**config.mk**
```make
export PLATFORM = sky130hd
export DESIGN_NAME = axis_in_top
export DESIGN_NICKNAME = d
export VERILOG_FILES = /design/src/axis_in_pkg.sv /design/src/axis_in_if.sv /design/src/axis_in_fifo.sv /design/src/axis_in_packer.sv /design/src/axis_in_regs.sv /design/src/axis_in_top.sv
export VERILOG_INCLUDE_DIRS = /design/src /design/src/include
export SDC_FILE = /design/constraint.sdc
export NUM_CORES = 1
export LEC_CHECK = 0
export BUFFER_PORTS_ARGS = -buffer_cell sky130_fd_sc_hd__buf_2
export CORE_MARGIN = 5
export CORE_UTILIZATION = 50
export CTS_CLUSTER_DIAMETER = 60
export DETAILED_ROUTE_END_ITERATION = 8
export GPL_ROUTABILITY_DRIVEN = 1
export GPL_TIMING_DRIVEN = 0
export PLACE_DENSITY = 0.67
export SLEW_MARGIN = 25
export SYNTH_ARGS = -nofsm -noshare
export SYNTH_HDL_FRONTEND = slang
export SYNTH_HIERARCHICAL = 1
export SYNTH_SLANG_ARGS = --single-unit
```
**constraint.sdc**
```tcl
create_clock -name clk -period 7.35 [get_ports clk]
set_input_delay 1.47 -clock clk [delete_from_list [all_inputs] [get_ports clk]]
set_output_delay 1.47 -clock clk [all_outputs]
set_load 0.03 [all_outputs]
```
**src/include/axis_in_cfg.svh**
```systemverilog
`ifndef AXIS_IN_CFG_SVH
`define AXIS_IN_CFG_SVH

// Stream byte and CPU word widths
`define AXIS_IN_TDATA_W 8
`define AXIS_IN_DATA_W 32

// Word FIFO holds 2**4 entries
`define AXIS_IN_FIFO_DEPTH_LOG2 4

// CPU word address width and register map
`define AXIS_IN_ADDR_W 2
`define AXIS_IN_REG_DATA 2'd0
`define AXIS_IN_REG_EMPTY 2'd1
`define AXIS_IN_REG_LAST 2'd2
`define AXIS_IN_REG_CTRL 2'd3

`endif

```
**src/axis_in_pkg.sv**
```systemverilog
`include "axis_in_cfg.svh"

package axis_in_pkg;

   // One stream beat
   typedef logic [`AXIS_IN_TDATA_W-1:0] byte_t;

   // FIFO entry and CPU bus word
   typedef logic [`AXIS_IN_DATA_W-1:0] word_t;

   // One bit per byte lane of a word
   typedef logic [`AXIS_IN_DATA_W/`AXIS_IN_TDATA_W-1:0] strb_t;

   // CPU word address
   typedef logic [`AXIS_IN_ADDR_W-1:0] reg_addr_t;

   // FIFO fill count, needs one extra bit to hold the full depth
   typedef logic [`AXIS_IN_FIFO_DEPTH_LOG2:0] level_t;

   // Packer states
   typedef enum logic {
      PACK_RUN,
      PACK_HOLD
   } pack_state_t;

endpackage

```
**src/axis_in_if.sv**
```systemverilog
`timescale 1ns/1ps

// Packet end status and CPU control between packer and register block
interface packet_ctl_if;
   import axis_in_pkg::*;

   logic  last_seen;
   strb_t last_strb;
   // Named pkt_release since release is a keyword
   logic  pkt_release;
   logic  flush;

   modport packer (output last_seen, output last_strb, input pkt_release, input flush);
   modport regs (input last_seen, input last_strb, output pkt_release, output flush);
endinterface

// Read side of the word FIFO, seen from the register block
interface word_pop_if;
   import axis_in_pkg::*;

   logic   pop;
   word_t  head_word;
   logic   empty;
   level_t level;
   logic   flush;

   modport fifo (input pop, input flush, output head_word, output empty, output level);
   modport regs (output pop, output flush, input head_word, input empty, input level);
endinterface

```
**src/axis_in_fifo.sv**
```systemverilog
`timescale 1ns/1ps
`include "axis_in_cfg.svh"

module axis_in_fifo (
   input  logic               clk,
   input  logic               rst_n,
   input  logic               wr_en,
   input  axis_in_pkg::word_t wr_word,
   output logic               full,
   word_pop_if.fifo           pop_port
);
   import axis_in_pkg::*;

   localparam int AW = `AXIS_IN_FIFO_DEPTH_LOG2;
   localparam int DEPTH = 1 << AW;

   word_t         mem [DEPTH];
   logic [AW-1:0] wr_ptr;
   logic [AW-1:0] rd_ptr;
   level_t        count;
   logic          push;
   logic          pop;

   assign full = (count == level_t'(DEPTH));
   assign pop_port.empty = (count == '0);
   assign pop_port.level = count;
   // First word fall-through, head is always on the read port
   assign pop_port.head_word = mem[rd_ptr];

   // Ignore requests that would overflow or underflow
   assign push = wr_en && !full;
   assign pop = pop_port.pop && !pop_port.empty;

   always_ff @(posedge clk) begin
      if (push) begin
         mem[wr_ptr] <= wr_word;
      end
   end

   always_ff @(posedge clk or negedge rst_n) begin
      if (!rst_n) begin
         wr_ptr <= '0;
         rd_ptr <= '0;
         count  <= '0;
      end else if (pop_port.flush) begin
         // Flush wins over a push in the same cycle
         wr_ptr <= '0;
         rd_ptr <= '0;
         count  <= '0;
      end else begin
         if (push) begin
            wr_ptr <= wr_ptr + 1'b1;
         end
         if (pop) begin
            rd_ptr <= rd_ptr + 1'b1;
         end
         // Level holds on simultaneous push and pop
         case ({push, pop})
            2'b10:   count <= count + 1'b1;
            2'b01:   count <= count - 1'b1;
            default: count <= count;
         endcase
      end
   end

endmodule

```
**src/axis_in_packer.sv**
```systemverilog
`timescale 1ns/1ps
`include "axis_in_cfg.svh"

module axis_in_packer (
   input  logic               clk,
   input  logic               rst_n,
   input  axis_in_pkg::byte_t tdata,
   input  logic               tvalid,
   input  logic               tlast,
   output logic               tready,
   output logic               wr_en,
   output axis_in_pkg::word_t wr_word,
   input  logic               full,
   packet_ctl_if.packer       ctl
);
   import axis_in_pkg::*;

   localparam int BYTE_W = `AXIS_IN_TDATA_W;
   localparam int LANES = `AXIS_IN_DATA_W / `AXIS_IN_TDATA_W;
   localparam int IDX_W = $clog2(LANES);

   pack_state_t      state;
   // Lane of the next byte
   logic [IDX_W-1:0] idx;
   // Bytes of the word under assembly
   word_t            part;
   strb_t            lane_strb;
   strb_t            strb_q;
   // Keeps tready low until the first edge after reset
   logic             started;
   logic             accept;
   logic             word_done;

   assign tready = started && (state == PACK_RUN) && !full;
   assign accept = tvalid && tready;
   // Word closes on the top lane or on the packet end
   assign word_done = (idx == IDX_W'(LANES - 1)) || tlast;
   assign wr_en = accept && word_done;

   assign ctl.last_seen = (state == PACK_HOLD);
   assign ctl.last_strb = strb_q;

   // Merge new byte into its lane, lanes above it read as zero
   always_comb begin
      for (int i = 0; i < LANES; i++) begin
         if (i == int'(idx)) begin
            wr_word[i*BYTE_W +: BYTE_W] = tdata;
         end else if (i < int'(idx)) begin
            wr_word[i*BYTE_W +: BYTE_W] = part[i*BYTE_W +: BYTE_W];
         end else begin
            wr_word[i*BYTE_W +: BYTE_W] = '0;
         end
         // Lanes filled up to and including this byte
         lane_strb[i] = (i <= int'(idx));
      end
   end

   always_ff @(posedge clk or negedge rst_n) begin
      if (!rst_n) begin
         started <= 1'b0;
         state   <= PACK_RUN;
         idx     <= '0;
         strb_q  <= '0;
      end else begin
         started <= 1'b1;
         if (ctl.flush || ctl.pkt_release) begin
            // Back to streaming, any partial word is dropped
            state  <= PACK_RUN;
            idx    <= '0;
            strb_q <= '0;
         end else if (accept) begin
            idx <= word_done ? '0 : idx + 1'b1;
            if (tlast) begin
               state  <= PACK_HOLD;
               strb_q <= lane_strb;
            end
         end
      end
   end

   // Lanes below idx are valid only
   always_ff @(posedge clk) begin
      if (accept) begin
         part <= wr_word;
      end
   end

endmodule

```
**src/axis_in_regs.sv**
```systemverilog
`timescale 1ns/1ps
`include "axis_in_cfg.svh"

module axis_in_regs (
   input  logic                   clk,
   input  logic                   rst_n,
   input  logic                   valid,
   input  axis_in_pkg::reg_addr_t address,
   input  axis_in_pkg::word_t     wdata,
   input  axis_in_pkg::strb_t     wstrb,
   output axis_in_pkg::word_t     rdata,
   output logic                   ready,
   packet_ctl_if.regs             ctl,
   word_pop_if.regs               pop_port
);
   import axis_in_pkg::*;

   localparam int LAST_MSB = $bits(strb_t);

   // First cycle of a request
   logic  req;
   logic  is_write;
   word_t rd_mux;
   // Side effects, each lands on the ready edge
   logic  pop_pend;
   logic  rel_pend;
   logic  flush_pend;

   // Master holds valid through ready, so ignore it while ready is up
   assign req = valid && !ready;
   assign is_write = |wstrb;

   // Read data select
   always_comb begin
      rd_mux = '0;
      case (address)
         `AXIS_IN_REG_DATA: begin
            // Empty queue reads as zero
            if (!pop_port.empty) begin
               rd_mux = pop_port.head_word;
            end
         end
         `AXIS_IN_REG_EMPTY: rd_mux[0] = pop_port.empty;
         `AXIS_IN_REG_LAST:  rd_mux[LAST_MSB:0] = {ctl.last_seen, ctl.last_strb};
         `AXIS_IN_REG_CTRL:  rd_mux = word_t'(pop_port.level);
         default:            rd_mux = '0;
      endcase
   end

   always_ff @(posedge clk or negedge rst_n) begin
      if (!rst_n) begin
         ready      <= 1'b0;
         pop_pend   <= 1'b0;
         rel_pend   <= 1'b0;
         flush_pend <= 1'b0;
      end else begin
         ready <= req;
         // Pop only a word that was actually returned
         pop_pend <= req && !is_write && (address == `AXIS_IN_REG_DATA) && !pop_port.empty;
         // Release only once the packet has been drained
         rel_pend <= req && !is_write && (address == `AXIS_IN_REG_LAST)
                     && pop_port.empty && ctl.last_seen;
         flush_pend <= req && is_write && (address == `AXIS_IN_REG_CTRL)
                       && wstrb[0] && wdata[0];
      end
   end

   // Captured on request, presented with ready
   always_ff @(posedge clk) begin
      if (req) begin
         rdata <= is_write ? '0 : rd_mux;
      end
   end

   assign pop_port.pop = pop_pend;
   assign ctl.pkt_release = rel_pend;
   // Same flush pulse clears queue and packet state
   assign ctl.flush = flush_pend;
   assign pop_port.flush = flush_pend;

endmodule

```
**src/axis_in_top.sv**
```systemverilog
`timescale 1ns/1ps

module axis_in_top (
   input  logic                   clk,
   input  logic                   rst_n,
   // Byte stream in
   input  axis_in_pkg::byte_t     tdata,
   input  logic                   tvalid,
   output logic                   tready,
   input  logic                   tlast,
   // CPU register bus
   input  logic                   valid,
   input  axis_in_pkg::reg_addr_t address,
   input  axis_in_pkg::word_t     wdata,
   input  axis_in_pkg::strb_t     wstrb,
   output axis_in_pkg::word_t     rdata,
   output logic                   ready
);
   import axis_in_pkg::*;

   // Packer to FIFO write side
   logic  wr_en;
   word_t wr_word;
   logic  full;

   packet_ctl_if ctl_if ();
   word_pop_if   pop_if ();

   axis_in_packer packer0 (
      .clk     (clk),
      .rst_n   (rst_n),
      .tdata   (tdata),
      .tvalid  (tvalid),
      .tlast   (tlast),
      .tready  (tready),
      .wr_en   (wr_en),
      .wr_word (wr_word),
      .full    (full),
      .ctl     (ctl_if.packer)
   );

   axis_in_fifo fifo0 (
      .clk      (clk),
      .rst_n    (rst_n),
      .wr_en    (wr_en),
      .wr_word  (wr_word),
      .full     (full),
      .pop_port (pop_if.fifo)
   );

   axis_in_regs regs0 (
      .clk      (clk),
      .rst_n    (rst_n),
      .valid    (valid),
      .address  (address),
      .wdata    (wdata),
      .wstrb    (wstrb),
      .rdata    (rdata),
      .ready    (ready),
      .ctl      (ctl_if.regs),
      .pop_port (pop_if.regs)
   );

endmodule

```
# Yosys cells after proc, flatten, opt, wreduce, memory -nomap -nowiden
# Memories as Yosys holds them, arrays and structs flattened.
# Cells that the tools add are included.
# Widths: inputs -> output; s select.
# totals
reg_bits	81
latchBits	0
ramBits	512
romBits	0
out_inout_bits	34
word_cells	99
mem_count	1
# memory_table
memory	depth	width	rd	rd_ports_with_merged_regs	wr	line_no	rtl
fifo0.mem	16	32	1	0	1	axis_in_fifo.sv:17	word_t mem [DEPTH];
# classes
add_sub_neg	5
n_mul	0
n_div	0
n_lt_le_gt_ge	6
n_eq_ne	10
shift	0
n_mux	27
bitwise_logic	2
reduce_logical	34
# ops
op	n
$mux 8	7
$mux 4	7
$logic_and 1x1->1	17
$pmux 4 s3	1
$mux 5	2
$pmux 5 s2	1
$add 4x1->4 const B	2
$eq 2x2->1 const B	4
$reduce_bool 2->1	4
$mux 2	3
$reduce_or 6->1	1
$add 5x1->5 const B	1
$eq 5x5->1 const B	1
$logic_not 5->1	1
$mux 1	5
$sub 5x1->5 const B	1
$eq 2x1->1 const B	2
$eq 2x2->1 const A	2
$le 2x2->1 const A	2
$logic_not 1->1	4
$logic_not 2->1	2
$lt 1x2->1 const A	2
$pmux 1 s4	1
$reduce_or 4->1	1
8 further kinds	10

# Depth between registers and ports, before layout
# logic_depth
depth_word	9
mapped_depth	15
depth_no_buf	12

# Modules after synthesis
# Netlist, hierarchy kept.
# by_module_without_submodules
mod	instances	cells_each	area_each_um2	seq_area_each_um2
axis_in_fifo	1	828	20190.6	15700.1
axis_in_packer	1	119	1483.9	895.9
axis_in_regs	1	95	1471.4	1061.0

# Worst setup path before layout
# No wires, ideal clock.
# synth_path
path_type	input-to-reg
from	in tvalid
to	mem fifo0/mem[3][0] (netlist bit) (enable)
t_arrival_ns	5.269
required_time_ns	6.889
setup_slack_ns	1.620
stages	7
n_path_buf	2
path_cell_list	and4bb_2 -> buf_2 -> o21a_1 -> clkbuf_1 -> a21boi_2 -> nand2_1 -> nor3_1
# synth_between
elab_chain_len	5
# synth_lines
item	line_no	rtl
start: declaration	axis_in_top.sv:8	input logic tvalid,
$logic_and 1x1->1	axis_in_packer.sv:35	assign accept = tvalid && tready;
net packer0.accept	axis_in_packer.sv:31	logic accept;
$logic_and 1x1->1	axis_in_packer.sv:38	assign wr_en = accept && word_done;
net wr_en	axis_in_top.sv:22	logic wr_en;
$logic_and 1x1->1	axis_in_fifo.sv:31	assign push = wr_en && !full;
$mux 1	axis_in_fifo.sv:35	if (push) begin
$mux 1 (implied by the code)	axis_in_fifo.sv:36	mem[wr_ptr] <= wr_word;
end: declaration	axis_in_fifo.sv:17	
# The timed path passes the listed nets, and every way through them passes these cells.

# Worst setup path in the final report
# layout_path
from	reg fifo0.count[0] (netlist: fifo0/pop_port.level[0])
to	mem fifo0/mem[3][17] (netlist bit) (enable)
# layout_between
elab_chain_len	8
# layout_lines
item	line_no	rtl
start: declaration	axis_in_fifo.sv:20	level_t count;
start signal: assignment	axis_in_fifo.sv:59	2'b10: count <= count + 1'b1;
start signal: assignment	axis_in_fifo.sv:60	2'b01: count <= count - 1'b1;
start signal: assignment	axis_in_fifo.sv:61	default: count <= count;
$eq 5x5->1	axis_in_fifo.sv:24	assign full = (count == level_t'(DEPTH));
net full	axis_in_top.sv:24	logic full;
$logic_not 1->1	axis_in_packer.sv:34	assign tready = started && (state == PACK_RUN) && !full;
$logic_and 1x1->1	axis_in_packer.sv:34	
$logic_and 1x1->1	axis_in_packer.sv:35	
net packer0.accept	axis_in_packer.sv:31	
$logic_and 1x1->1	axis_in_packer.sv:38	
net wr_en	axis_in_top.sv:22	
$logic_and 1x1->1	axis_in_fifo.sv:31	
$mux 1	axis_in_fifo.sv:35	
$mux 1 (implied by the code)	axis_in_fifo.sv:36	
# The timed path passes the listed nets, and every way through them passes these cells.

==> flow_metrics.py <==
metrics = {
    "outcome": {
        "outcome": "completed",
    },
    "placed_design": {
        "numPortBuffers": 53,
        "dp_hpwl_mm": 34.49,
        "dpl_cell_area_mm2": 0.02519,
        "gp_congestion": 0.7567,
    },
    "yosys": {
        "synth_warnings": 6,
        "syn_nets": 1105,
        "synth_cell_type_count": 54,
        "syn_area_mm2": 0.02315,
        "ys_ff_latch": 592,
        "async_flop_share_pct": 4.054,
        "ys_seq_area_share_pct": 76.29,
        "synthTopCellsByArea": "edfxtp_1, mux4_2, dfrtp_1",
        "synth.top_cell.area_share_pct": 73.69,
        "synth_cells": 1042,
        "synth-edff-count": 568,
        "syn_avg_cell_area_um2": 22.21,
        "ys.flop_type": "edfxtp_1",
        "synth_top_area_cell": "edfxtp_1",
    },
    "sta": {
        "max_freq_ghz": 0.2074,
        "period_minus_slack_ps": 4822,
        "clock_skew_ps": 21.20,
        "hold_violations": 0,
        "rsz0062_at_grt": "no",
        "fin_crit_sh_pct": 65.60,
        "setup-tns-final_ps": 0,
        "worst-slew-pin-transition_ps": 1032,
        "finalSetupViolCount": 0,
        "drv_slew": 0,
        "maxSlewHeadroom_pct": 31.20,
    },
    "critical_path": {
        "crit_path_start_kind": "flop",
        "arrival_ps": 5140,
        "worstPathRequired_ps": 7660,
        "end_kind": "flop",
        "path_max_fanout": 27,
        "worstSetupPathType": "reg2reg",
    },
    "power_and_ir_drop": {
        "leakage_nw": 8.821,
        "powerDensity_mw_per_mm2": 300.8,
        "combinationalPowerShare_pct": 12.6,
        "vdd_drop_max_v": 0.0001718,
        "intPower_mw": 6.190,
        "power.share.clock_pct": 36.9,
        "switching_share_pct": 24.23,
        "p_sw_mw": 1.979,
        "power_mw": 8.170,
        "seqPwrFrac_pct": 50.5,
    },
    "floorplan": {
        "die_x_um": 225.2,
        "die_y_um": 225.2,
        "core_area_mm2": 0.04558,
        "top_level_ports": 85,
        "initial_utilization_pct": 50.79,
        "rows": 78,
        "die_area_mm2": 0.05069,
    },
    "clock_tree": {
        "clock_path_buffers": 3,
        "cts_resized": 0,
        "cts_sinks": 592,
        "cts_buffers": 59,
        "clock-root-buffer": "clkbuf_16",
        "clock_latency_ps": 620,
        "post_cts_buffers": 0,
        "clk_pin_slew_ps": 60,
        "holdBufCountCts": 0,
        "htree_levels": 2,
        "tritoncts": "yes",
    },
    "route": {
        "wl_per_cell_um": 29.15,
        "first_iter_violations": 1425,
        "vias_per_cell": 6.146,
        "drc": 0,
        "routed_wl_mm": 54.18,
        "vias": 11430,
        "ant_nets": 0,
        "drt-pass1-iter-count": 5,
    },
    "finish": {
        "fin_nets": 1273,
        "diodes": 0,
        "finalInstanceArea_mm2": 0.02716,
        "drive_above_1_share_pct": 35.03,
        "area.growth.synth_to_final_pct": 17.33,
        "final_common_cell": "edfxtp_1",
        "layout_common_cells": "edfxtp_1, mux4_2, buf_2",
    },
    "global_routing": {
        "grt_pass1_wl_mm": 79.13,
        "grt_max_degree": 28,
        "antenna_found_initial": 2,
        "gr-usage-all-layers_pct": 21.65,
        "gr-total-overflow": 0,
        "grt_pass1_vias": 11660,
    },
    "min_path": {
        "hold_class": "reg2reg",
    },
    "run": {
        "maxCapViolations": 0,
    },
}
-- worst max-delay path, stage by stage, from the launching register on --
cell	delay (ps)
dfrtp_1	550
nor4_2	150
and2_1	220
and4bb_2	300
buf_2	550
o21a_1	210
clkbuf_1	290
a21boi_2	510
nand2_1	410
nor3_2	640
buf_4	300
buf_6	170
buf_4	200
-- metal layers --
| metal | GRT usage, % | up-vias | share of wire [%] |
|---|---|---|---|
| met5 | 0 | - | 0.028 |
| li1 | - | 4672 | - |
| met3 | 4.689 | 87 | 9.4 |
| met4 | 5.662 | 2 | 2.3 |
| met2 | 33.72 | 559 | 48 |
| met1 | 31.84 | 6105 | 41 |
-- logic make-up after synthesis --
kind of cell	Yosys count	synth area share, %
simple gates	139	3.238
compound gates	52	1.719
other cells	1	0.01620
fa+ha+maj	12	0.6487
xor+xnor	9	0.3405
flops	592	76.29
mux	172	16.15
buf+inv	65	1.600
-- cell type report --
cell class | count | area (um2)
well taps | 600 | 750.7
clock buffers | 66 | 1524
repair buffers | 107 | 1169
fillers | 3159 | 18420
inverters | 8 | 30.03
multi-input cells | 385 | 5251
clock inverters | 44 | 430.4
plain buffers | 57 | 344.1
flip-flops and latches | 592 | 17660
-- through the flow --
stage	cells	util, %	hold slack, ps	setup slack [ps]
floorplan	1042	-	480.6	1620
global placement	1695	53.01	511.1	-1912
detailed placement	1749	55.26	513.1	1961
CTS	1859	59.55	522.4	2519
global route	1859	59.58	550.8	2368
finish	1859	59.58	522.6	2528
-- state kept, by name, indices dropped and copies added (netlist names) --
name                   flops
regs0/rdata               32
packer0/idx                2
fifo0/mem                512
regs0/pop_port.pop         1
regs0/ready                1
packer0/part              24
fifo0/pop_port.level       5
packer0/started            1
regs0/ctl.flush            1
regs0/ctl.pkt_release      1
fifo0/rd_ptr               4
fifo0/wr_ptr               4
packer0/ctl.last_strb      4
-- power groups by stage --
stage,clock (mW),sequential [mW],combinational [mW]
6_report,3.02,4.12,1.03
5_1_grt,3.22,4.13,1.11
4_1_cts,3.07,4.12,1.03
3_5_place_dp,0,4.19,1.02
3_3_place_gp,0,4.20,0.935
2_1_floorplan,0,4.19,0.671
-- worst paths after layout --
kind | slack (ps) | from | end | cells past startpoint
max in group asynchronous | 6140 | rst_n | packer0/ctl.last_strb[0] | 1
setup / recovery | 2530 | fifo0/pop_port.level[0] | fifo0/mem[3][17] | 12
hold reg to reg | 520 | regs0/ctl.pkt_release | packer0/ctl.last_strb[2] | 1
setup reg to reg | 2530 | fifo0/pop_port.level[0] | fifo0/mem[3][17] | 12
hold / removal | 520 | regs0/ctl.pkt_release | packer0/ctl.last_strb[2] | 1
min in group asynchronous | 830 | rst_n | regs0/pop_port.pop | 1
-- Yosys cell counts, drive strengths merged, types with 2 or more instances --
cell and count:
clkbuf 23, a31oi 2, a211oi 6, o21a 2, mux4 160, nand4 2
buf 34, inv 8, or4 2, nor4 3, nand3 6, o21bai 2
a21oi 6, and2 37, mux2 9, edfxtp 568, xor2 5, nor3 9
nor2 29, o21ai 13, dfrtp 24, nand2b 5, nor3b 2, mux2i 3
a22o 7, and3 2, xnor2 4, ha 12, nand2 39, a221oi 5
(Power assumes the default switching activity.)
